### config.mk
export PLATFORM = sky130hd
export DESIGN_NAME = alu_mul
export DESIGN_NICKNAME = d
export VERILOG_FILES = /design/src/alu_mul.sv
export SDC_FILE = /design/constraint.sdc
export NUM_CORES = 1
export LEC_CHECK = 0
export ABC_AREA = 1
export BUFFER_PORTS_ARGS = -buffer_cell sky130_fd_sc_hd__buf_4
export CAP_MARGIN = 10
export CORE_ASPECT_RATIO = 1.4
export CORE_MARGIN = 4
export CORE_UTILIZATION = 62
export DETAILED_ROUTE_END_ITERATION = 10
export GPL_TIMING_DRIVEN = 1
export PLACE_DENSITY = 0.87
export SYNTH_ARGS = -nofsm -noshare
export SYNTH_HDL_FRONTEND = slang
export SYNTH_SLANG_ARGS = --single-unit
### constraint.sdc
create_clock -name clk -period 6.1 [get_ports clk]
set_input_delay 0.915 -clock clk [delete_from_list [all_inputs] [get_ports clk]]
set_output_delay 0.915 -clock clk [all_outputs]
set_load 0.01 [all_outputs]
### src/alu_mul.sv
// Iterative shift-add multiplier of the ALU; one multiplier bit per clock, low word of product
module alu_mul #(
	parameter int DBW = 64
) (
	input  logic           clk,
	input  logic           arst_n,
	input  logic           ld,
	input  logic           abort,
	input  logic           use_imm,
	input  logic [DBW-1:0] a,
	input  logic [DBW-1:0] b,
	input  logic [DBW-1:0] imm,
	output logic [DBW-1:0] o,
	output logic           done,
	output logic           idle
);

	localparam int CW = $clog2(DBW);

	logic [DBW-1:0] mcand;	// Shifts left each step
	logic [DBW-1:0] mplier;	// Shifts right, bit 0 gates the add
	logic [DBW-1:0] acc;
	logic [CW-1:0] cnt;
	logic busy;

	always_ff @(posedge clk or negedge arst_n)
	begin
		if (!arst_n)
		begin
			busy <= 1'b0;
			done <= 1'b1;
			acc <= '0;
			cnt <= '0;
		end
		else if (abort)
		begin
			busy <= 1'b0;
			done <= 1'b0;
		end
		else if (ld)
		begin
			busy <= 1'b1;
			done <= 1'b0;
			acc <= '0;
			cnt <= CW'(DBW - 1);
		end
		else if (busy)
		begin
			acc <= acc + (mplier[0] ? mcand : '0);
			cnt <= cnt - 1'b1;
			if (cnt == '0)
			begin
				busy <= 1'b0;	// Last partial product added this edge
				done <= 1'b1;
			end
		end
	end

	always_ff @(posedge clk)
	begin
		if (ld && !abort)
		begin
			mcand <= a;
			mplier <= use_imm ? imm : b;
		end
		else if (busy)
		begin
			mcand <= mcand << 1;
			mplier <= mplier >> 1;
		end
	end

	assign o = acc;
	assign idle = !busy;

	// Decode must hold off loads while a product is in progress
	a_ld_idle: assert property (@(posedge clk) disable iff (!arst_n) ld |-> idle);

endmodule

==> impl_metrics.xml <==
<?xml version="1.0" encoding="UTF-8"?>
<metrics>
  <group name="cts">
    <metric name="clkSinkCount" unit="">200</metric>
    <metric name="cts.clk_slew.worst_paths" unit="ns">0.08</metric>
    <metric name="hold_buffers" unit="">0</metric>
    <metric name="clock_latency" unit="ns">0.46</metric>
    <metric name="cts_made_buffers" unit="">17</metric>
    <metric name="tritoncts" unit="">built</metric>
    <metric name="cts.path.max_buffers" unit="">2</metric>
    <metric name="cts_repair_resize_count" unit="">0</metric>
    <metric name="clock_tree.root_cell" unit="">clkbuf_16</metric>
    <metric name="cts-htree-levels" unit="">4</metric>
    <metric name="cts_setup_buffers" unit="">0</metric>
  </group>
  <group name="pwr">
    <metric name="power_density_over_cell_area" unit="nW/um^2">220</metric>
    <metric name="internal_power" unit="mW">2.55</metric>
    <metric name="switching_power_as_a_share_of_total_power" unit="%">34.3</metric>
    <metric name="switchingPower" unit="mW">1.33</metric>
    <metric name="post-layout-total-power" unit="mW">3.88</metric>
    <metric name="p_clk_share" unit="%">29.7</metric>
    <metric name="vdd.ir_drop.worst" unit="mV">0.214</metric>
    <metric name="comb_power_share" unit="%">25.4</metric>
    <metric name="power.sequential.fraction" unit="%">44.9</metric>
    <metric name="power.leakage" unit="nW">10.2</metric>
  </group>
  <group name="logic_synthesis">
    <metric name="number_of_enable_flip_flop_cells_after_synthesis" unit="">128</metric>
    <metric name="synth_top_cell_area_share" unit="%">25.9</metric>
    <metric name="synthMostInstantiatedCell" unit="">nand2_1</metric>
    <metric name="syn_inst" unit="">2324</metric>
    <metric name="synthesis.area_per_instance" unit="um^2">6.41</metric>
    <metric name="synth_largest_area_cell" unit="">nand2_1</metric>
    <metric name="synth.area.top_cells" unit="">nand2_1 26%, edfxtp_1 26%, dfrtp_1 12%</metric>
    <metric name="yosys_warnings" unit="">0</metric>
    <metric name="mappedNetlistArea" unit="um^2">14900</metric>
    <metric name="netlist-cell-type-count" unit="">36</metric>
    <metric name="asyncSetResetFlopFracSynth" unit="%">36.0</metric>
    <metric name="synth_seq_area_share" unit="%">37.9</metric>
    <metric name="synth_seq_cells" unit="">200</metric>
    <metric name="postSynthNetCount" unit="">2587</metric>
    <metric name="commonest_cells_in_the_synthesized_netlist" unit="">1026 x nand2_1, 399 x inv_1, 176 x nor2_1</metric>
    <metric name="dominantRegCellSynth" unit="">edfxtp_1</metric>
  </group>
  <group name="timing">
    <metric name="final_total_negative_setup_slack" unit="ns">0</metric>
    <metric name="setup_viol_count_final" unit="">0</metric>
    <metric name="skew" unit="ns">0.0155</metric>
    <metric name="worstMarginPinSlew" unit="ns">1.13</metric>
    <metric name="fmax" unit="GHz">0.285</metric>
    <metric name="max_slew_margin" unit="%">24.6</metric>
    <metric name="hold_viol" unit="">0</metric>
    <metric name="grt_setup_unrepaired" unit="">false</metric>
    <metric name="timing.final.crit_period" unit="ns">3.51</metric>
    <metric name="smallest_hold_slack" unit="ns">0.520</metric>
    <metric name="slew_viol_final" unit="">0</metric>
    <metric name="final_min_period_over_clock_period" unit="%">57.5</metric>
  </group>
  <group name="outcome">
    <metric name="run_status" unit="">finished clean</metric>
  </group>
  <group name="final_layout">
    <metric name="antennaDiodeCount" unit="">0</metric>
    <metric name="utilization" unit="%">75.3</metric>
    <metric name="syn2layout_area_growth" unit="%">18.6</metric>
    <metric name="drive_above_1_share" unit="%">14.0</metric>
    <metric name="final_nets" unit="">2814</metric>
    <metric name="num-fill-cells" unit="">1938</metric>
  </group>
  <group name="worst_setup_path">
    <metric name="largest_stage_delay_on_the_critical_path" unit="ns">0.84</metric>
    <metric name="r2r_cells" unit="">14</metric>
    <metric name="crit_path_top_delay_cell" unit="">nor2_4</metric>
    <metric name="worst_setup_path_start_kind" unit="">primary input</metric>
    <metric name="cp_top_family" unit="">simple AND/OR/NAND/NOR gates</metric>
    <metric name="reg2reg_slack" unit="ns">2.78</metric>
    <metric name="critical_path_required" unit="ns">6.19</metric>
    <metric name="setup.worst_path.end_class" unit="">flop</metric>
    <metric name="timing_worst_setup_path_type" unit="">in2reg</metric>
    <metric name="timing.critical_path.mode_cell" unit="">buf_4</metric>
    <metric name="arrival_time_of_data_at_the_critical_path_endpoint" unit="ns">3.60</metric>
    <metric name="worstPathMaxFanout" unit="">70</metric>
    <metric name="r2r-end" unit="">o[57]</metric>
    <metric name="worst-path-buf-inv" unit="">4</metric>
    <metric name="worst_r2r_startpoint" unit="">mplier[0]</metric>
    <metric name="critical_path.cell_chain" unit="">buf_4 -&gt; inv_2 -&gt; nor2_4 -&gt; inv_4 -&gt; nand2_4 -&gt; buf_4</metric>
  </group>
  <group name="floorplanning">
    <metric name="floorplan.die.height" unit="um">191</metric>
    <metric name="num_rows" unit="">66</metric>
    <metric name="die-area" unit="um^2">26600</metric>
    <metric name="dieWidth" unit="um">139</metric>
    <metric name="initial_utilization" unit="%">63.5</metric>
    <metric name="coreArea" unit="um^2">23500</metric>
    <metric name="boundaryPins" unit="">263</metric>
  </group>
  <group name="route">
    <metric name="drt-pass1-iter-count" unit="">6</metric>
    <metric name="route.detailed.vias_per_inst" unit="">5.37</metric>
    <metric name="met2RoutedLength" unit="um">23000</metric>
    <metric name="routed_wl" unit="um">48100</metric>
    <metric name="detailroute.wirelength.met3" unit="um">3930</metric>
    <metric name="detail_route.drc_violations" unit="">0</metric>
    <metric name="vias" unit="">15419</metric>
    <metric name="wire_per_inst" unit="um">16.7</metric>
    <metric name="postRouteAntennaNets" unit="">0</metric>
    <metric name="met1_length" unit="um">18600</metric>
    <metric name="top_layer_used" unit="">met4</metric>
    <metric name="drt_first_iter_violations" unit="">1387</metric>
  </group>
  <group name="global_routing">
    <metric name="grt_antenna_before_repair" unit="">0</metric>
    <metric name="grt_first_pass_wirelength" unit="um">74500</metric>
    <metric name="first_global_vias" unit="">14801</metric>
    <metric name="globalRouteTotalUtil" unit="%">35.5</metric>
    <metric name="grt-ovfl-total" unit="">0</metric>
    <metric name="maximum_number_of_pins_on_one_net_before_global_route_repair" unit="">115</metric>
  </group>
  <group name="min_path">
    <metric name="min_to" unit="">o[63]</metric>
    <metric name="hp_class" unit="">reg2reg</metric>
    <metric name="holdCritStartpoint" unit="">o[63]</metric>
    <metric name="hold_path_depth" unit="">2</metric>
  </group>
  <group name="placement">
    <metric name="place.gp.congestion" unit="">1.00</metric>
    <metric name="dpl.hpwl" unit="um">37800</metric>
    <metric name="number_of_buffer_cells_added_on_primary_ports" unit="">262</metric>
  </group>
  <group name="run">
    <metric name="max_cap_viol_count" unit="">0</metric>
  </group>
</metrics>
==> how the worst max path moves through the flow <==
stage          cells after the start  from         to
5_1_grt                            6    ld  mcand[51]
3_5_place_dp                       6    ld  mcand[45]
2_1_floorplan                      6    ld   mcand[0]
3_3_place_gp                       6    ld  mcand[48]
6_report                           6    ld  mcand[53]
4_1_cts                            6    ld  mcand[57]
==> flip-flops by register name, indices dropped and copies added (netlist names) <==
register  count
busy          1
cnt           6
done          1
mcand        64
mplier       64
o            64
==> worst min-delay path, cell delays in order, from the launching register on <==
cell	delay [ns]
dfrtp_1	0.37
nand2_1	0.06
nand2_1	0.06
==> cells by family after synthesis <==
logic type      count (synthesis)  share of synthesized area [%]
flops                         200                           37.9
compound gates                245                           8.51
buf+inv                       468                           11.9
fa+ha+maj                      66                           5.60
xor+xnor                        3                          0.176
simple gates                 1342                           35.9
==> cells in the final DEF (no fill, tap or decap), types with 8 or more instances in the layout <==
cell type,count
o21ai_0,160
inv_1,399
o21ai_1,8
a21oi_1,64
edfxtp_1,128
nand2_1,1025
ha_1,65
nor2_1,175
dfrtp_1,71
nor2_2,10
nor3_1,9
nand2_2,21
clkbuf_16,17
buf_4,269
nand4_1,11
nand3_1,69
==> power groups by stage <==
stage	Clock (mW)	Sequential (mW)	Combinational, mW
2_1_floorplan	0	1.76	0.572
3_3_place_gp	0	1.76	0.932
3_5_place_dp	0	1.77	0.964
4_1_cts	1.15	1.74	0.974
5_1_grt	1.20	1.76	1.09
6_report	1.15	1.74	0.985
==> metrics by stage <==
| stage | cells | instance area, um^2 | worst slack [ns] |
|---|---|---|---|
| 5_1_grt | 2870 | 17700 | 2.38 |
| 3_5_place_dp | 2838 | 17100 | 2.17 |
| 4_1_cts | 2870 | 17700 | 2.62 |
| 2_1_floorplan | 2324 | 14900 | 1.34 |
| 3_3_place_gp | 2838 | 17100 | 2.24 |
| 6_report | 2870 | 17700 | 2.59 |
==> layer usage <==
metal,vias to the layer above,track usage (%)
li1,7588,-
met1,6917,42.9
met2,777,60.9
met3,137,6.46
met4,0,17.9
met5,-,0
==> area by class of cell <==
class                      count  area, um^2  share of cell area [%]
clock buffer                  17         425                    2.41
inverter                     407        1530                    8.67
timing repair buffer         269        2020                    11.4
multi-input combinational   1656        7490                    42.4
sequential                   200        5650                    32.0
clock inverter                15         160                   0.907
tap                          306         383                    2.17
Power figures use the tool's default switching activity.
