$ cat src/alu_types_pkg.sv
// Structured types passed between the ALU modules and the testbench; referenced by scoped name
package alu_types_pkg;

	// One ALU command, opcode in the upper byte
	typedef struct packed {
		logic [7:0] op;
		logic [5:0] fn;
	} alu_cmd_t;

	// ==========================================================
	// Unit steering
	// ==========================================================
	typedef enum logic [1:0] {
		INTOP = 2'd0,	// Single-cycle datapath
		MUL   = 2'd1,
		DIV   = 2'd2
	} unit_e;

	typedef struct packed {
		logic sgn;	// Signed divide
		logic use_imm;	// Divisor from imm instead of b
		logic want_rem;	// Return remainder
	} div_ctl_t;

	// ==========================================================
	// Compare result nybble, replicated across the word
	// ==========================================================
	typedef struct packed {
		logic rsv;	// Always zero
		logic ltu;
		logic lt;
		logic eq;
	} flags_t;

endpackage

$ cat src/alu_div.sv
// Iterative restoring divider of the ALU; DBW quotient steps then one sign fixup clock
module alu_div #(
	parameter int DBW = 64
) (
	input  logic                    clk,
	input  logic                    arst_n,
	input  logic                    ld,
	input  logic                    abort,
	input  alu_types_pkg::div_ctl_t ctl,
	input  logic [DBW-1:0]          a,
	input  logic [DBW-1:0]          b,
	input  logic [DBW-1:0]          imm,
	output logic [DBW-1:0]          o,
	output logic                    div_by_zero,
	output logic                    done,
	output logic                    idle
);

	localparam int CW = $clog2(DBW);

	logic [DBW-1:0] q;	// Dividend in, quotient out
	logic [DBW-1:0] r;
	logic [DBW-1:0] dv;	// Divisor magnitude
	logic [CW-1:0] cnt;
	logic busy, fixup;
	logic neg_q, neg_r, want_rem;
	logic [DBW-1:0] dvsr_in, dend_mag, dvsr_mag;
	logic [DBW:0] r_shift, r_trial;

	assign dvsr_in = ctl.use_imm ? imm : b;
	assign dend_mag = (ctl.sgn && a[DBW-1]) ? -a : a;
	assign dvsr_mag = (ctl.sgn && dvsr_in[DBW-1]) ? -dvsr_in : dvsr_in;

	// Top bit of the trial is the borrow
	assign r_shift = {r, q[DBW-1]};
	assign r_trial = r_shift - {1'b0, dv};

	// ==========================================================
	// Control and result registers
	// ==========================================================
	always_ff @(posedge clk or negedge arst_n)
	begin
		if (!arst_n)
		begin
			busy <= 1'b0;
			fixup <= 1'b0;
			done <= 1'b1;
			q <= '0;
			r <= '0;
			cnt <= '0;
			div_by_zero <= 1'b0;
			neg_q <= 1'b0;
			neg_r <= 1'b0;
			want_rem <= 1'b0;
		end
		else if (abort)
		begin
			busy <= 1'b0;
			fixup <= 1'b0;
			done <= 1'b0;
		end
		else if (ld)
		begin
			busy <= 1'b1;
			done <= 1'b0;
			q <= dend_mag;
			r <= '0;
			cnt <= CW'(DBW - 1);
			div_by_zero <= dvsr_in == '0;
			// Zero divisor keeps the all-ones quotient unsigned
			neg_q <= ctl.sgn && (a[DBW-1] ^ dvsr_in[DBW-1]) && dvsr_in != '0;
			neg_r <= ctl.sgn && a[DBW-1];	// Remainder follows dividend
			want_rem <= ctl.want_rem;
		end
		else if (busy)
		begin
			if (!r_trial[DBW])
			begin
				r <= r_trial[DBW-1:0];
				q <= {q[DBW-2:0], 1'b1};
			end
			else
			begin
				r <= r_shift[DBW-1:0];	// Restore
				q <= {q[DBW-2:0], 1'b0};
			end
			cnt <= cnt - 1'b1;
			if (cnt == '0)
			begin
				busy <= 1'b0;
				fixup <= 1'b1;
			end
		end
		else if (fixup)
		begin
			fixup <= 1'b0;
			done <= 1'b1;
			if (neg_q)
				q <= -q;
			if (neg_r)
				r <= -r;
		end
	end

	always_ff @(posedge clk)
	begin
		if (ld)
			dv <= dvsr_mag;
	end

	assign o = want_rem ? r : q;
	assign idle = !(busy || fixup);

	a_ld_idle: assert property (@(posedge clk) disable iff (!arst_n) ld |-> idle);
	a_done_busy: assert property (@(posedge clk) disable iff (!arst_n)
		!(done && (busy || fixup)));

endmodule

$ cat config.mk
export PLATFORM = sky130hd
export DESIGN_NAME = alu_div
export DESIGN_NICKNAME = d
export VERILOG_FILES = /design/src/alu_types_pkg.sv /design/src/alu_div.sv
export SDC_FILE = /design/constraint.sdc
export NUM_CORES = 1
export LEC_CHECK = 0
export BUFFER_PORTS_ARGS = -buffer_cell sky130_fd_sc_hd__buf_2
export CORE_MARGIN = 5
export CORE_UTILIZATION = 30
export DETAILED_ROUTE_END_ITERATION = 6
export HOLD_SLACK_MARGIN = 0.02
export PLACE_DENSITY_LB_ADDON = 0.15
export SLEW_MARGIN = 20
export SYNTH_ARGS = -nofsm -noshare
export SYNTH_HDL_FRONTEND = slang
export SYNTH_SLANG_ARGS = --single-unit
$ cat constraint.sdc
create_clock -name clk -period 3.61 [get_ports clk]
set_input_delay 0 -clock clk [delete_from_list [all_inputs] [get_ports clk]]
set_output_delay 0 -clock clk [all_outputs]
set_load 0.01 [all_outputs]
==> results.toml, run 1 <==
[logic_synthesis]
synth.area.top_cells = "dfrtp_1 17%, edfxtp_1 9.3%, o21ai_0 6.5%"
syn_inst = 2749
synth_edf_count = 64
syn_avg_cell_area_um2 = 7.531
synth_nets = 3019
ys_seq_elements = 205
netlist_area_mm2 = 0.02070
yosysWarnings = 0
synthSimpleGateAreaFrac_pct = 23.92
yosysTopAreaCell = "dfrtp_1"
yosysSeqAreaShare_pct = 26.33
synth-xor-area-share_pct = 7.488
ys_async_sr_fraction_pct = 68.78
synth_cell_types = 81
yosys-mux-area-fraction_pct = 7.960
ys.flop_type = "dfrtp_1"
synth_top_family_by_area = "compound AO/OA/AOI/OAI gates"
netlist.area_leader.share_pct = 16.92
synthAdderAreaFrac_pct = 4.327
synth_compound_area_share_pct = 24.91

[critical_path]
cpMostUsedCell = "buf_4"
cp_max_fo = 3
worstPathCellList = "inv_2, ha_4, o211ai_1, a21oi_2, o41ai_2, buf_4, o21ai_0, a221o_1, o21ai_2, buf_4, nand2_1, a311oi_2, buf_4, mux2i_1, nor3b_2"
crit_path_top_delay_cell = "o41ai_2"
worst-r2r-cell-count = 15
slowest_delay_ns = 0.42
crit_arrival_ns = 4.01
cp-start-kind = "flip-flop"
crit_path_end_kind = "flip-flop"
critPathKind = "reg -> reg"
cp.required_ns = 4.11

[cells_and_area]
stdcell_count = 4283
drive_above_1_share_pct = 22.08
fin_area_mm2 = 0.02829
final_common_cell = "buf_4"
diodes = 0
final_cell_mix = "278 x buf_4, 265 x o21ai_0, 262 x nor2_1, 261 x nand2_1, 259 x buf_2"
nNetsFinal = 3651
syn2layout_area_growth_pct = 36.65

[route]
dr.pass1.iters = 6
drt_wl_total_um = 86530
drt_iter0_markers = 1709
wl_per_cell_um = 20.20
drc = 0
vias = 23245
viasPerCell = 5.427
postRouteAntennaNets = 0

[placed_design]
place_area_mm2 = 0.02485
port_buffers = 265
post-place-ws_ns = -0.3962
dpl.hpwl_um = 67420
gp_congestion = 0.8972
place_inst = 4019

[timing]
drv_slew = 0
max_slew_margin_pct = 44.71
whs_ns = -0.001035
tns_ns = 0
rsz0062_at_grt = "true"
setup_viol_count_final = 0
worst_slack_ns = 0.1033
fin_crit_sh_pct = 97.14
tightest_slew_ns = 0.8294
period_needed_ns = 3.507
skew_ns = 0.01949
timing.fmax_ghz = 0.2852
hold_violations = 1

[global_routing]
grt_pass1_vias = 22455
antenna_found_initial = 0
grt_max_degree = 138
overflow = 0
track_usage_pct = 22.04
grt_pass1_wl_um = 131900

[clocking]
cts-root-buf = "clkbuf_16"
numCtsBuffers = 27
cts_tree = "done"
numClockSinks = 205
clk_latency_ns = 0.59
clk_pin_slew_ns = 0.06
cts.htree.levels = 1
ctsLongestPathBuffers = 3

[floorplanning]
initial_core_util_pct = 30.24
ios = 266
die-height_um = 272.7
coreArea_mm2 = 0.06847
num_rows = 96
dieWidth_um = 272.7
die-area_mm2 = 0.07436

[pwr]
power_mw = 16.07
irDropWorstVdd_mv = 0.3458
p_leak_nw = 11.69
power_density_mw_per_mm2 = 568.0

[min_path]
whs_path_depth = 4
min_path_type = "in -> reg"

[run]
maxCapViolCount = 0

[run_status]
status = "finished with violations"
violations = "negative hold slack"
==> final timing paths <==
| check | startpoint | end | slack, ns |
|---|---|---|---|
| hold / removal | imm[55] | dv[57] | -0.001 |
| hold reg to reg | div_by_zero | div_by_zero | 0.48 |
| max in group asynchronous | arst_n | q[42] | 2.67 |
| min in group asynchronous | arst_n | q[59] | 0.04 |
| setup / recovery | dv[2] | r[61] | 0.10 |
| setup reg to reg | dv[2] | r[61] | 0.10 |
==> state kept, by name, summed over array words and instances, names as in the netlist, 6 cells and up <==
name / cells
cnt: 6
dv: 64
q: 64
r: 64
==> cells in the mapped netlist, types with 16 or more instances <==
| library cell | instances |
|---|---|
| dfrtp_1 | 140 |
| or4_1 | 26 |
| nor2_1 | 268 |
| and3_1 | 16 |
| a21oi_1 | 257 |
| mux2_2 | 51 |
| ha_1 | 70 |
| o211ai_1 | 23 |
| o31ai_1 | 32 |
| clkbuf_1 | 129 |
| edfxtp_1 | 64 |
| or2_2 | 18 |
| nor3_1 | 153 |
| a22oi_1 | 24 |
| o21ai_0 | 269 |
| mux2i_1 | 105 |
| inv_1 | 112 |
| xor2_1 | 80 |
| nand2_1 | 262 |
| xnor2_1 | 97 |
| nor4_1 | 44 |
| nand3_1 | 58 |
| a21o_1 | 26 |
| a31oi_1 | 38 |
| buf_2 | 16 |
| or3_1 | 56 |
| nor3b_1 | 17 |
| nand4_1 | 24 |
| nand2b_1 | 25 |
| o221ai_1 | 22 |
| a211oi_1 | 17 |
==> metal layers <==
metal | up-vias | share of wire (%) | track usage [%]
met3 | 112 | 5.4 | 1.809
met1 | 10974 | 48 | 32.79
li1 | 11426 | - | -
met4 | 0 | 2.8 | 6.004
met5 | - | 0 | 0
met2 | 733 | 43 | 34.29
==> cells by family after synthesis <==
logic type | count (synthesis)
and+or+nand+nor | 1019
AOI/OAI and AO/OA | 848
buffers and inverters | 272
DFF | 205
xor gates and xnor gates | 177
muxes | 157
adders and majority gates | 71
==> stage by stage <==
step | hold WS, ns | utilization (%)
after floorplan | -0.2956 | -
after global placement | 0.09555 | 36.30
after detailed placement | 0.09045 | 36.30
after CTS | 0.02035 | 40.85
after global routing | 0.06600 | 41.32
final | -0.001035 | 41.32
==> power breakdown <==
group	switching (mW)	internal, mW
registers	0.675	2.93
clock network	1.14	1.66
logic	5.47	4.19
total	7.29	8.78
==> cell type report <==
type                       instances  area, µm²
fill                            7005      40180
multi-input combinational       2272      14640
timing repair buffer             763       5781
sequential                       205       5458
tap                              882       1104
clock buffer                      32      694.4
inverter                         112      420.4
clock inverter                    17      197.7
==> critical path, delay by kind of cell (launching register included) <==
family	cells	cell delay [ns]
buffers and inverters	4	0.60
AND/OR/NAND/NOR	2	0.29
AO/OA/AOI/OAI	7	1.73
adder cells (fa/ha/maj)	1	0.23
flip-flops	1	0.38
multiplexers	1	0.20
==> timing repair <==
item | CTS | global route
setup buffers | 5 | 7
pin swaps | 8 | 27
hold buffers | 206 | 0
resized for setup | 21 | 55
endpoints found under the hold margin | 196 | 0
setup endpoints to repair | 65 | 63
gates cloned | 0 | 0
No activity file was read; power rests on OpenSTA's default activity.
==> inputs of run 2 (changes only) <==
--- a/config.mk
+++ b/config.mk
@@ -6,7 +6,9 @@
 export NUM_CORES = 1
 export LEC_CHECK = 0
 export BUFFER_PORTS_ARGS = -buffer_cell sky130_fd_sc_hd__buf_2
-export CORE_MARGIN = 5
+export CELL_PAD_IN_SITES_DETAIL_PLACEMENT = 0
+export CELL_PAD_IN_SITES_GLOBAL_PLACEMENT = 1
+export CORE_MARGIN = 3
 export CORE_UTILIZATION = 30
 export DETAILED_ROUTE_END_ITERATION = 6
 export HOLD_SLACK_MARGIN = 0.02
==> results.toml, run 2 (synthesis gave the netlist of run 1 again) <==
[critical_path]
reg2reg_setup_slack_ns = 0.08
worst-r2r-cell-count = 13
cpMostUsedCell = "buf_4"
worst_r2r_startpoint = "r[16]"
critPathKind = "reg -> reg"
cp_max_fo = 6
worstPathCellList = "buf_4, or4_4, nor4_2, buf_4, and3b_1, buf_4, buf_4, nand4_1, buf_4, nor2_1, a211oi_1, a21oi_1, o211ai_1"
r2r-end = "r[63]"
crit_path_top_delay_cell = "or4_4"
path_delay_family = "simple AND/OR/NAND/NOR gates"
path_buf_inv = 5
crit_arrival_ns = 3.98
cp-start-kind = "flip-flop"
crit_path_end_kind = "flip-flop"
cp.required_ns = 4.05
slowest_delay_ns = 0.58

[global_routing]
antenna_found_initial = 1
track_usage_pct = 23.24
overflow = 0
grt_pass1_wl_um = 131600
grt_pass1_vias = 22056
grt_max_degree = 93

[cells_and_area]
nNetsFinal = 3650
nFillCells = 7005
final_cell_mix = "287 x buf_4, 264 x o21ai_0, 264 x nor2_1, 261 x nand2_1, 261 x buf_2"
multi_input_area_mm2 = 0.01454
diodes = 0
syn2layout_area_growth_pct = 36.14
drive_above_1_share_pct = 22.14
final_common_cell = "buf_4"
register_area_mm2 = 0.005456
stdcell_count = 4274
top_regs = "dv (64), q (64), r (64)"

[timing]
whs_ns = 0.02735
hold_violations = 0
drv_slew = 0
max_slew_margin_pct = 29.24
timing.fmax_ghz = 0.2830
tns_ns = 0
period_needed_ns = 3.533
skew_ns = 0.02018
tightest_slew_ns = 1.061
fin_crit_sh_pct = 97.88
setup_viol_count_final = 0
rsz0062_at_grt = "true"

[route]
vias = 23253
drt_wl_total_um = 87080
drc = 0
postRouteAntennaNets = 0
viasPerCell = 5.441
wl_per_cell_um = 20.37
drt_iter0_markers = 1642
dr.pass1.iters = 5

[pwr]
p_int_mw = 8.829
power.switching_mw = 7.305
power_density_mw_per_mm2 = 572.5
irDropWorstVdd_mv = 0.3602
clockPowerShare_pct = 18.5
seqPwrFrac_pct = 22.1
switching_share_pct = 45.28
p_comb_share_pct = 59.4
power_mw = 16.13
p_leak_nw = 11.66

[min_path]
whs_path_depth = 4
min_from = "imm[55]"
min_path_type = "in -> reg"
worstHoldEndpoint = "dv[57]"

[floorplanning]
initial_core_util_pct = 30.56
die-height_um = 268.7
ios = 266
die-area_mm2 = 0.07220
num_rows = 95
dieWidth_um = 268.7
coreArea_mm2 = 0.06775

[placed_design]
gp_congestion = 0.9430
dpl.hpwl_um = 67870
port_buffers = 265
place_inst = 4023

[clocking]
clk_pin_slew_ns = 0.06
cts-root-buf = "clkbuf_16"
numClockSinks = 205
clk_latency_ns = 0.58
numCtsBuffers = 27
cts_tree = "done"
ctsLongestPathBuffers = 3
cts.htree.levels = 1

[run_status]
status = "finished clean"

[run]
maxCapViolCount = 0
==> run 2: cell types whose count changed in the layout (fill, tap and decap cells not counted), moves of 4 or more <==
cell           previous run  this run
buf_4                   278       287
dlygate4sd3_1           204       198
clkinv_1                  6         1
clkinvlp_4                2         6
==> run 2: power groups by stage <==
stage                     logic, mW  clock network [mW]  registers [mW]
final                          9.58                2.99            3.57
after CTS                      9.35                3.07            3.54
after global placement         9.07                   0            3.57
after detailed placement       9.09                   0            3.57
after floorplan                5.18                   0            3.44
after global routing           10.4                3.14            3.62
==> run 2: worst register-to-register path: stages (launching register included) <==
cell and delay (ns):
dfrtp_1 0.42, buf_4 0.20, or4_4 0.59, nor4_2 0.23, buf_4 0.17, and3b_1 0.22, buf_4 0.15, buf_4 0.13
nand4_1 0.27, buf_4 0.27, nor2_1 0.26, a211oi_1 0.14, a21oi_1 0.22, o211ai_1 0.13
==> run 2: worst max path at each step <==
stage	slack, ns	to	depth (start not counted)	from
floorplan	-0.11	dv[60]	22	ctl[1]
global placement	-0.32	r[62]	14	q[63]
detailed placement	-0.35	r[62]	14	q[63]
CTS	-0.11	r[62]	14	q[63]
finish	0.08	r[63]	13	r[16]
global route	-0.02	r[62]	14	q[63]
==> run 2: per-layer routing <==
| metal | track usage (%) | wire length [µm] | vias up |
|---|---|---|---|
| li1 | - | - | 11413 |
| met1 | 34.06 | 41600 | 10918 |
| met2 | 36.43 | 37850 | 824 |
| met3 | 2.427 | 5522 | 98 |
| met4 | 5.981 | 2109 | 0 |
| met5 | 0 | 0 | - |
==> run 2: per-stage QoR <==
stage                     cell area, µm²  utilization (%)  worst slack (ns)
after floorplan                    20830                -           -0.1138
after global routing               28180            41.60          -0.01766
after global placement             24950            36.82           -0.3171
after CTS                          27920            41.21           -0.1114
final                              28180            41.60           0.07659
after detailed placement           24950            36.82           -0.3482
==> run 2: final cells by class <==
| cell class | count | area share [%] |
|---|---|---|
| multi-input cells | 2272 | 51.59 |
| well taps | 873 | 3.876 |
| clock buffers | 32 | 2.570 |
| repair buffers | 762 | 20.26 |
| inverters | 112 | 1.492 |
| clock inverters | 18 | 0.8524 |
| flip-flops and latches | 205 | 19.36 |
==> run 2: repair_timing <==
action | CTS | global route
setup buffers | 0 | 4
pin swaps | 1 | 18
endpoints found under the setup margin | 27 | 69
endpoints found under the hold margin | 216 | 0
gates resized for setup | 7 | 48
hold buffers | 198 | 0
