## src/alu_isa_pkg.sv

```systemverilog
// Opcode and function-code encodings of the integer ALU; referenced by scoped name only
package alu_isa_pkg;

	// ==========================================================
	// Major opcodes
	// ==========================================================
	// TST/CMP/CMPI sit at the base of their 16-code groups
	typedef enum logic [7:0] {
		TST    = 8'h00,
		CMP    = 8'h10,
		CMPI   = 8'h20,
		RR     = 8'h40,	// Register-register, fn selects
		R      = 8'h41,	// Unary, fn selects
		LOGIC  = 8'h42,	// Bitwise two-operand, fn selects
		ADDI   = 8'h48,
		SUBI   = 8'h49,
		MULI   = 8'h4A,
		DIVI   = 8'h4B,
		MULUI  = 8'h4E,
		DIVUI  = 8'h4F,
		ANDI   = 8'h53,
		ORI    = 8'h54,
		EORI   = 8'h55,
		MODI   = 8'h5A,
		MODUI  = 8'h5B,
		ADDU2I = 8'h6B, ADDU4I = 8'h6C, ADDU8I = 8'h6D, ADDU16I = 8'h6E,
		LDI    = 8'h6F,
		MUX    = 8'h72,
		LOOP   = 8'h74
	} op_e;

	// ==========================================================
	// Function codes for RR, R and LOGIC
	// ==========================================================
	typedef enum logic [5:0] {
		// RR group
		ADD = 6'h00, SUB = 6'h01, ADDU = 6'h04, SUBU = 6'h05,
		MUL = 6'h08, MULU = 6'h09, DIV = 6'h0A, DIVU = 6'h0B,
		MOD = 6'h0C, MODU = 6'h0D, MIN = 6'h10, MAX = 6'h11,
		ADDU2 = 6'h14, ADDU4 = 6'h15, ADDU8 = 6'h16, ADDU16 = 6'h17,
		// R group
		MOV = 6'h20, NEG = 6'h21, NOT = 6'h22, ABS = 6'h23,
		SGN = 6'h24, CNTLZ = 6'h25, CNTPOP = 6'h27,
		ZXB = 6'h28, ZXC = 6'h29, ZXH = 6'h2A, COM = 6'h2B,
		SXB = 6'h2C, SXC = 6'h2D, SXH = 6'h2E,
		// LOGIC group
		AND = 6'h30, OR = 6'h31, EOR = 6'h32, NAND = 6'h33,
		NOR = 6'h34, ENOR = 6'h35, ANDC = 6'h36, ORC = 6'h37
	} fn_e;

	// Integer form of TST and CMP; other fn values there are unsupported
	localparam logic [5:0] FN_ICMP = 6'd0;

	// Result of any unsupported op
	localparam logic [63:0] DEAD_WORD = 64'hDEADDEADDEADDEAD;

endpackage

```

## src/alu_types_pkg.sv

```systemverilog
// Structured types passed between the ALU modules and the testbench; referenced by scoped name
package alu_types_pkg;

	// One ALU command, opcode in the upper byte
	typedef struct packed {
		logic [7:0] op;
		logic [5:0] fn;
	} alu_cmd_t;

	// ==========================================================
	// Unit steering
	// ==========================================================
	typedef enum logic [1:0] {
		INTOP = 2'd0,	// Single-cycle datapath
		MUL   = 2'd1,
		DIV   = 2'd2
	} unit_e;

	typedef struct packed {
		logic sgn;	// Signed divide
		logic use_imm;	// Divisor from imm instead of b
		logic want_rem;	// Return remainder
	} div_ctl_t;

	// ==========================================================
	// Compare result nybble, replicated across the word
	// ==========================================================
	typedef struct packed {
		logic rsv;	// Always zero
		logic ltu;
		logic lt;
		logic eq;
	} flags_t;

endpackage

```

## src/alu_decode.sv

```systemverilog
// Command decode for the ALU; steers loads to the multicycle units and selects result, done, idle
module alu_decode #(
	parameter int DBW = 64
) (
	input  alu_types_pkg::alu_cmd_t cmd,
	input  logic                    ld,
	input  logic [DBW-1:0]          int_o,
	input  logic [DBW-1:0]          mul_o,
	input  logic [DBW-1:0]          div_o,
	input  logic                    mul_done,
	input  logic                    mul_idle,
	input  logic                    div_done,
	input  logic                    div_idle,
	output logic                    mul_ld,
	output logic                    mul_use_imm,
	output logic                    div_ld,
	output alu_types_pkg::div_ctl_t div_ctl,
	output logic [DBW-1:0]          o,
	output logic                    done,
	output logic                    idle
);

	alu_types_pkg::unit_e unit;

	// ==========================================================
	// Classify command
	// ==========================================================
	always_comb
	begin
		unit = alu_types_pkg::INTOP;
		div_ctl = '0;
		mul_use_imm = 1'b0;
		case (cmd.op)
		alu_isa_pkg::RR:
			case (cmd.fn)
			alu_isa_pkg::MUL, alu_isa_pkg::MULU:
				unit = alu_types_pkg::MUL;	// Low word is sign-agnostic
			alu_isa_pkg::DIV, alu_isa_pkg::DIVU, alu_isa_pkg::MOD, alu_isa_pkg::MODU:
			begin
				unit = alu_types_pkg::DIV;
				div_ctl.sgn = cmd.fn == alu_isa_pkg::DIV || cmd.fn == alu_isa_pkg::MOD;
				div_ctl.want_rem = cmd.fn == alu_isa_pkg::MOD || cmd.fn == alu_isa_pkg::MODU;
			end
			default: ;
			endcase
		alu_isa_pkg::MULI, alu_isa_pkg::MULUI:
		begin
			unit = alu_types_pkg::MUL;
			mul_use_imm = 1'b1;
		end
		alu_isa_pkg::DIVI, alu_isa_pkg::DIVUI, alu_isa_pkg::MODI, alu_isa_pkg::MODUI:
		begin
			unit = alu_types_pkg::DIV;
			div_ctl.use_imm = 1'b1;
			div_ctl.sgn = cmd.op == alu_isa_pkg::DIVI || cmd.op == alu_isa_pkg::MODI;
			div_ctl.want_rem = cmd.op == alu_isa_pkg::MODI || cmd.op == alu_isa_pkg::MODUI;
		end
		default: ;
		endcase
	end

	// A busy unit ignores a new load
	assign mul_ld = ld && unit == alu_types_pkg::MUL && mul_idle;
	assign div_ld = ld && unit == alu_types_pkg::DIV && div_idle;

	// ==========================================================
	// Result steering
	// ==========================================================
	always_comb
	begin
		case (unit)
		alu_types_pkg::MUL:
		begin
			o = mul_o;
			done = mul_done;
			idle = mul_idle;
		end
		alu_types_pkg::DIV:
		begin
			o = div_o;
			done = div_done;
			idle = div_idle;
		end
		default:
		begin
			o = int_o;
			done = 1'b1;	// Single-cycle, always ready
			idle = 1'b1;
		end
		endcase
	end

	// A unit reporting done has nothing in flight
	always_comb
	begin
		a_done_idle: assert final (!done || idle)
			else $error("done reported while the selected unit is busy");
	end

endmodule

```

## config.mk

```make
export PLATFORM = sky130hd
export DESIGN_NAME = alu_decode
export DESIGN_NICKNAME = d
export VERILOG_FILES = /design/src/alu_isa_pkg.sv /design/src/alu_types_pkg.sv /design/src/alu_decode.sv
export SDC_FILE = /design/constraint.sdc
export NUM_CORES = 1
export LEC_CHECK = 0
export BUFFER_PORTS_ARGS = -buffer_cell sky130_fd_sc_hd__buf_4
export CAP_MARGIN = 10
export CELL_PAD_IN_SITES_DETAIL_PLACEMENT = 0
export CELL_PAD_IN_SITES_GLOBAL_PLACEMENT = 1
export CORE_AREA = 2 2 109 111
export DETAILED_ROUTE_END_ITERATION = 16
export DIE_AREA = 0 0 111 113
export PLACE_DENSITY_LB_ADDON = 0.05
export REMOVE_ABC_BUFFERS = 1
export SETUP_SLACK_MARGIN = 0.1
export SYNTH_ARGS = -nofsm -noshare
export SYNTH_HDL_FRONTEND = slang
export SYNTH_SLANG_ARGS = --single-unit
```

## constraint.sdc

```tcl
create_clock -name vclk -period 5.7
set_clock_uncertainty 0.1 [all_clocks]
set_input_delay 0.855 -clock vclk [all_inputs]
set_output_delay 0.855 -clock vclk [all_outputs]
set_load 0.01 [all_outputs]
```

==> results.sh, run 1 <==
export IMPL_synth_top_area_cell="a22oi_1"
export IMPL_dr_pass1_iters=4
export IMPL_diodes=0
export IMPL_crit_path_start_kind="input pin"
export IMPL_gr_total_overflow=0
export IMPL_syn_cell_area_um2=1380
export IMPL_setup_viol=0
export IMPL_vias=2923
export IMPL_drv_cap=0
export IMPL_crit_arrival_ns=3.45
export IMPL_synth_cells=251
export IMPL_layout_common_cells="buf_4, nand2_1, a22oi_1, o21ai_0, nand2b_1"
export IMPL_maxSlewViolCount=0
export IMPL_regArea_um2=0
export IMPL_cp_slowest_stage_delay_ns=0.68
export IMPL_drt_initial_drc_count=126
export IMPL_avgSynthCellArea_um2=5.48
export IMPL_status="complete, no violations"
export IMPL_worst_pin_slew_ns=0.826
export IMPL_min_period_ns=4.41
export IMPL_seq_area_frac_synth=0
export IMPL_ir_drop_mv=0.0212
export IMPL_grt_max_degree=70
export IMPL_clock_fmax_mhz=227
export IMPL_ys_top_cells_by_area="a22oi_1, o21ai_0, nand2_1"
export IMPL_path_cells="buf_4 > or3b_4 > a211oi_1 > nand2b_1 > ha_2 > buf_4 > a22oi_1 > o21ai_0 > buf_4"
export IMPL_ios=283
export IMPL_final_common_cell="buf_4"
export IMPL_utilization=0.321
export IMPL_required_ns=4.74
export IMPL_antenna_found_initial=0
export IMPL_detail_route_wl_per_cell_um=15.3
export IMPL_die_x_um=111
export IMPL_fin_crit_sh=0.773
export IMPL_drtAntennaViolNets=0
export IMPL_end_kind="primary output"
export IMPL_synth_distinct_cells=27
export IMPL_design_area_um2=3620
export IMPL_detailed_place_hpwl_mm=8.06
export IMPL_nFlopsAndLatches=0
export IMPL_dpl_cell_count=652
export IMPL_nets=724
export IMPL_fin_cells=652
export IMPL_p_leak_uw=0.00180
export IMPL_place_area_um2=3620
export IMPL_cp_slowest_cell="ha_2"
export IMPL_crit_top_cell="buf_4"
export IMPL_grt_total_usage=0.144
export IMPL_area_growth_syn_to_layout_pct=163
export IMPL_critical_path_max_fanout=35
export IMPL_wl_mm=10.0
export IMPL_die_h_um=113
export IMPL_routed_via_density=4.48
export IMPL_min_path_type="input pin to primary output"
export IMPL_gp_congestion=0.812
export IMPL_clock_buffers=0
export IMPL_grt_pass1_wl_mm=14.9
export IMPL_holdPathStages=3
export IMPL_port_buffers=283
export IMPL_path_class="input pin to primary output"
export IMPL_fin_tns_setup_ns=0
export IMPL_die_area_um2=12500
export IMPL_rsz0062_at_grt="false"
export IMPL_hold_ws_ns=1.88
export IMPL_route_detailed_drc=0
export IMPL_initial_core_util=0.122
export IMPL_slew_headroom=0.449
export IMPL_finalHoldViolations=0
export IMPL_ctsResizeCount=0
export IMPL_power_density_nw_per_um2=57.5
export IMPL_core_um2=11300
export IMPL_cts_setup_buffers=0
export IMPL_cts_hold_buf=0
export IMPL_drive_gt1_frac=0.574
export IMPL_synth_top_area_share=0.349
export IMPL_ys_warn_count=0
export IMPL_fill_cells=1249
export IMPL_fp_row_count=39
export IMPL_grt_pass1_vias=2816
through the flow:
stage	setup WS (ns)	power (uW)
2_1_floorplan	0.585	47.6
3_3_place_gp	1.33	209
3_5_place_dp	1.30	210
4_1_cts	1.29	210
5_1_grt	1.05	226
6_report	1.29	208
layout make-up:
cell class	instances	area, um2	area share
repair buffers	286	2160	0.596
multi-input cells	223	1280	0.354
well taps	143	179	0.0494
critical path, delay by kind of cell:
kind            cells  cell delay [ns]
buf+inv             3             0.66
simple gates        2             0.58
fa+ha+maj           1             0.68
compound gates      3             0.66
cell families after synthesis:
group / synth area share
adders and majority gates: 0.0182
and+or+nand+nor: 0.270
buffers and inverters: 0.0782
AOI/OAI and AO/OA: 0.621
xor gates and xnor gates: 0.0127
metal layers:
layer  track usage  vias to the layer above  part of all wire
met2         0.307                      154              0.57
met5             0                        -                 0
met1         0.150                     1299              0.34
met3        0.0257                        4             0.074
li1              -                     1466                 -
met4        0.0100                        0            0.0083
worst paths after layout:
path	start	endpoint
max	cmd[11]	o[54]
min	cmd[0]	div_ctl[2]
cells in the mapped netlist, types with 3 or more instances:
| master | n |
|---|---|
| a22oi_1 | 64 |
| clkbuf_1 | 21 |
| o21ai_0 | 64 |
| nand2b_1 | 3 |
| buf_1 | 5 |
| nand2_1 | 66 |
where the power goes:
| part | switching [uW] | internal [uW] | total (uW) |
|---|---|---|---|
| Clock | 0 | 0 | 0 |
| Combinational | 70.1 | 138 | 208 |
| Sequential | 0 | 0 | 0 |
| Total | 70.1 | 138 | 208 |
No activity file was read; power rests on OpenSTA's default activity.
==> run 2, diff against run 1 <==
--- a/config.mk
+++ b/config.mk
@@ -5,6 +5,7 @@
 export SDC_FILE = /design/constraint.sdc
 export NUM_CORES = 1
 export LEC_CHECK = 0
+export ABC_AREA = 1
 export BUFFER_PORTS_ARGS = -buffer_cell sky130_fd_sc_hd__buf_4
 export CAP_MARGIN = 10
 export CELL_PAD_IN_SITES_DETAIL_PLACEMENT = 0
==> constraint.sdc (replaced) <==
create_clock -name vclk -period 4.51
set_clock_uncertainty 0.1 [all_clocks]
set_input_delay 0.6765 -clock vclk [all_inputs]
set_output_delay 0.6765 -clock vclk [all_outputs]
set_load 0.01 [all_outputs]
==> results.sh, run 2 <==
export IMPL_status="complete, no violations"
export IMPL_critical_path_max_fanout=64
export IMPL_min_period_ns=3.51
export IMPL_drtAntennaViolNets=0
export IMPL_rsz0062_at_grt="false"
export IMPL_cp_slowest_cell="buf_4"
export IMPL_setup_viol=0
export IMPL_clock_buffers=0
export IMPL_port_buffers=283
export IMPL_grt_max_degree=65
export IMPL_crit_arrival_ns=2.73
export IMPL_wl_mm=11.2
export IMPL_design_area_um2=3840
export IMPL_fill_cells=1285
export IMPL_p_leak_uw=0.00199
export IMPL_grt_total_usage=0.160
export IMPL_synth_distinct_cells=21
export IMPL_regArea_um2=0
export IMPL_cp_endpoint="o[4]"
export IMPL_maxSlewViolCount=0
export IMPL_vias=3379
export IMPL_gr_total_overflow=0
export IMPL_nets=832
export IMPL_required_ns=3.73
export IMPL_grt_pass1_vias=3293
export IMPL_clock_fmax_mhz=285
export IMPL_initial_core_util=0.149
export IMPL_crit_path_start_kind="input pin"
export IMPL_end_kind="primary output"
export IMPL_crit_cells=12
export IMPL_drt_initial_drc_count=159
export IMPL_fp_row_count=39
export IMPL_syn_cell_area_um2=1680
export IMPL_crit_family="buffers and inverters"
export IMPL_route_detailed_drc=0
export IMPL_hold_ws_ns=1.54
export IMPL_diodes=0
export IMPL_crit_top_cell="buf_4"
export IMPL_p_switching_uw=106
export IMPL_detail_route_wl_per_cell_um=14.8
export IMPL_die_x_um=111
export IMPL_core_um2=11300
export IMPL_cts_hold_buf=0
export IMPL_place_area_um2=3840
export IMPL_nFlopsAndLatches=0
export IMPL_avgSynthCellArea_um2=4.70
export IMPL_grt_pass1_wl_mm=16.7
export IMPL_path_class="input pin to primary output"
export IMPL_final_common_cell="buf_4"
export IMPL_routed_via_density=4.45
export IMPL_gp_congestion=0.857
export IMPL_cp_slowest_stage_delay_ns=0.57
export IMPL_area_growth_syn_to_layout_pct=129
export IMPL_startpoint="cmd[5]"
export IMPL_yosys_top_cells_count="a21oi_1, nand2_1, nor2_1, buf_4, inv_1"
export IMPL_power_uw=291
export IMPL_finalHoldViolations=0
export IMPL_dr_pass1_iters=4
export IMPL_antenna_found_initial=0
export IMPL_p_comb_frac=1.000
export IMPL_min_path_type="input pin to primary output"
export IMPL_ios=283
export IMPL_synth_cells=357
export IMPL_detailed_place_hpwl_mm=8.89
export IMPL_yosysMostFrequentCell="a21oi_1"
export IMPL_synth_top_area_share=0.385
export IMPL_ys_top_cells_by_area="a21oi_1, nand2_1, nor2_1"
export IMPL_cts_setup_buffers=0
export IMPL_power_density_nw_per_um2=75.7
export IMPL_fin_crit_sh=0.778
export IMPL_ir_drop_mv=0.0275
export IMPL_critical_path_buf_inv_count=4
export IMPL_p_int_uw=185
export IMPL_slew_headroom=0.512
export IMPL_seq_area_frac_synth=0
export IMPL_die_h_um=113
export IMPL_share_seq_of_total_power=0
export IMPL_layout_common_cells="buf_4, a21oi_1, nand2_1"
export IMPL_worst_pin_slew_ns=0.731
export IMPL_fin_tns_setup_ns=0
export IMPL_drive_gt1_frac=0.488
export IMPL_clkPwrFrac=0
export IMPL_ys_warn_count=0
export IMPL_ctsResizeCount=0
export IMPL_synth_top_area_cell="a21oi_1"
export IMPL_path_cells="buf_4 > nor2_2 > nand3_1 > nand2_1 > nand2_1 > clkinv_1 > nor2_1 > ha_2 > buf_4 > a21oi_1 > a21oi_1 > buf_4"
export IMPL_p_sw_frac=0.364
export IMPL_die_area_um2=12500
export IMPL_drv_cap=0
export IMPL_utilization=0.341
-- run 2: cell count changes in the layout (fill, tap and decap cells not counted), moves of 3 or more --
cell	delta
a21oi_1	+127
a22oi_1	-64
inv_1	+13
nand2_1	+16
nand2_2	+3
nand2b_1	-3
nand3_1	+10
nor2_1	+77
o21ai_0	-64
-- run 2: per-stage QoR --
step	std cells	setup WS [ns]
floorplan	329	0.380
global route	760	0.793
detailed placement	760	0.992
CTS	760	0.977
finish	760	1.00
global placement	760	0.989
-- run 2: logic make-up after synthesis --
kind of cell | synth area share
adder cells (fa/ha/maj) | 0.0149
AO/OA/AOI/OAI | 0.394
buffers and inverters | 0.159
AND/OR/NAND/NOR | 0.432
-- run 2: worst min-delay path by stage --
stage,start,endpoint,slack (ns),cells past startpoint
2_1_floorplan,ld,div_ld,1.36,2
3_3_place_gp,div_done,done,1.54,4
3_5_place_dp,div_done,done,1.54,4
4_1_cts,div_done,done,1.55,4
5_1_grt,div_done,done,1.58,4
6_report,div_done,done,1.54,4
-- run 2: tightest hold or removal path, cell delays in order --
cell and delay [ns]:
buf_4 0.07, nand2_1 0.04, nand3_1 0.06, buf_4 0.11
-- run 2: layout make-up --
| cell class | count | area [um2] | area share |
|---|---|---|---|
| multi-input cells | 313 | 1420 | 0.369 |
| well taps | 143 | 179 | 0.0465 |
| inverters | 16 | 60.1 | 0.0156 |
| repair buffers | 288 | 2190 | 0.569 |
-- run 2: layer usage --
metal,GRT usage,routed length (um)
met4,0.0258,238
met1,0.174,4080
met5,0,0
met3,0.0316,933
met2,0.324,6000
-- run 2: power groups by stage --
stage          clock [uW]  sequential [uW]  combinational [uW]
3_5_place_dp            0                0                 293
3_3_place_gp            0                0                 294
5_1_grt                 0                0                 317
2_1_floorplan           0                0                77.5
6_report                0                0                 291
4_1_cts                 0                0                 294
==> run 3, diff against run 2 <==
--- a/config.mk
+++ b/config.mk
@@ -10,9 +10,9 @@
 export CAP_MARGIN = 10
 export CELL_PAD_IN_SITES_DETAIL_PLACEMENT = 0
 export CELL_PAD_IN_SITES_GLOBAL_PLACEMENT = 1
-export CORE_AREA = 2 2 109 111
+export CORE_ASPECT_RATIO = 1.75
+export CORE_UTILIZATION = 13
 export DETAILED_ROUTE_END_ITERATION = 16
-export DIE_AREA = 0 0 111 113
 export PLACE_DENSITY_LB_ADDON = 0.05
 export REMOVE_ABC_BUFFERS = 1
 export SETUP_SLACK_MARGIN = 0.1
==> constraint.sdc (replaced) <==
create_clock -name vclk -period 2.8
set_clock_uncertainty 0.1 [all_clocks]
set_input_delay 0.42 -clock vclk [all_inputs]
set_output_delay 0.42 -clock vclk [all_outputs]
set_load 0.01 [all_outputs]
==> results.sh, run 3 (synthesized netlist as in run 2, its figures left out) <==
export IMPL_status="complete, no violations"
export IMPL_cp_endpoint="o[11]"
export IMPL_crit_arrival_ns=2.07
export IMPL_clock_fmax_mhz=386
export IMPL_power_density_nw_per_um2=119
export IMPL_clock_buffers=0
export IMPL_layout_common_cells="buf_4, a21oi_1, nand2_1"
export IMPL_startpoint="cmd[13]"
export IMPL_regArea_um2=0
export IMPL_antenna_found_initial=0
export IMPL_die_x_um=87.9
export IMPL_maxSlewViolCount=0
export IMPL_grt_pass1_vias=3263
export IMPL_drtAntennaViolNets=0
export IMPL_cp_slowest_cell="ha_4"
export IMPL_vias=3368
export IMPL_p_leak_uw=0.00207
export IMPL_drv_cap=0
export IMPL_crit_path_start_kind="input pin"
export IMPL_required_ns=2.28
export IMPL_final_common_cell="buf_4"
export IMPL_route_detailed_drc=0
export IMPL_ir_drop_mv=0.0366
export IMPL_critical_path_max_fanout=14
export IMPL_end_kind="primary output"
export IMPL_path_cells="buf_4 > nor2_4 > nand2_4 > nor2_4 > nand2_1 > o31ai_2 > ha_4 > inv_8 > bufbuf_16 > nor2_1 > a21oi_1 > buf_4"
export IMPL_design_area_um2=4060
export IMPL_fp_row_count=54
export IMPL_die_h_um=152
export IMPL_finalHoldViolations=0
export IMPL_initial_core_util=0.134
export IMPL_utilization=0.325
export IMPL_gp_congestion=0.814
export IMPL_min_period_ns=2.59
export IMPL_nFlopsAndLatches=0
export IMPL_fin_crit_sh=0.925
export IMPL_wl_mm=12.0
export IMPL_detail_route_wl_per_cell_um=15.2
export IMPL_grt_max_degree=48
export IMPL_port_buffers=283
export IMPL_rsz0062_at_grt="true"
export IMPL_grt_met1_usage=0.161
export IMPL_dr_pass1_iters=4
export IMPL_grt_total_usage=0.166
export IMPL_grt_met2_usage=0.353
export IMPL_gr_usage_met3=0.0179
export IMPL_gr_total_overflow=0
export IMPL_ios=283
export IMPL_nets=838
export IMPL_min_path_type="input pin to primary output"
export IMPL_detailed_place_hpwl_mm=9.51
export IMPL_setup_viol=0
export IMPL_drive_gt1_frac=0.501
export IMPL_grt_pass1_wl_mm=17.3
export IMPL_place_area_um2=3970
export IMPL_cp_slowest_stage_delay_ns=0.29
export IMPL_path_class="input pin to primary output"
export IMPL_hold_ws_ns=1.03
export IMPL_diodes=0
export IMPL_core_um2=12500
export IMPL_cts_hold_buf=0
export IMPL_worst_pin_slew_ns=0.312
export IMPL_holdPathStages=4
export IMPL_slew_headroom=0.791
export IMPL_power_uw=483
export IMPL_die_area_um2=13400
export IMPL_area_growth_syn_to_layout_pct=142
export IMPL_drt_initial_drc_count=121
export IMPL_routed_via_density=4.26
export IMPL_busiest_layer="met2"
## run 3: cell count changes in the layout (fill, tap and decap cells not counted), sizes merged
cell    change
bufbuf      +1
buf         +5
## run 3: area by class of cell
class | instances | area, um2
fillers | 1431 | 8440
well taps | 168 | 210
repair buffers | 294 | 2320
multi-input cells | 313 | 1460
inverters | 16 | 67.6
## run 3: through the flow
| stage | setup WS (ns) | setup TNS, ns | std cells |
|---|---|---|---|
| 6_report | 0.210 | 0 | 791 |
| 5_1_grt | 0.0667 | 0 | 791 |
| 4_1_cts | 0.101 | 0 | 791 |
| 3_5_place_dp | 0.105 | 0 | 789 |
| 3_3_place_gp | 0.124 | 0 | 789 |
| 2_1_floorplan | -0.817 | -53.59 | 329 |
## run 3: worst min path at each step
stage              from     end  slack (ns)
2_1_floorplan        ld  div_ld        0.85
6_report       div_done    done        1.03
3_5_place_dp   div_done    done        1.03
3_3_place_gp   div_done    done        1.03
4_1_cts        div_done    done        1.03
5_1_grt        div_done    done        1.06
## run 3: report_power, final
group | total [uW] | internal, uW | switching [uW]
clock | 0 | 0 | 0
sequential | 0 | 0 | 0
combinational | 483 | 306 | 177
total | 483 | 306 | 177
## run 3: per-layer routing
metal | share of wire | up-vias
met5 | 0 | -
met4 | 0.023 | 0
met3 | 0.067 | 16
met2 | 0.58 | 153
met1 | 0.33 | 1488
li1 | - | 1711
## run 3: critical path, delay by kind of cell
family	cells	cell delay, ns
AOI/OAI and AO/OA	2	0.21
adders and majority gates	1	0.29
buffers and inverters	4	0.63
and+or+nand+nor	5	0.50
## run 3: repair_timing
| action | in CTS | in global routing |
|---|---|---|
| setup endpoints to repair | 1 | 66 |
| cloned | 1 | 0 |
| pin swaps | 1 | 3 |
| gates resized for setup | 3 | 9 |
| buffers inserted | 1 | 0 |
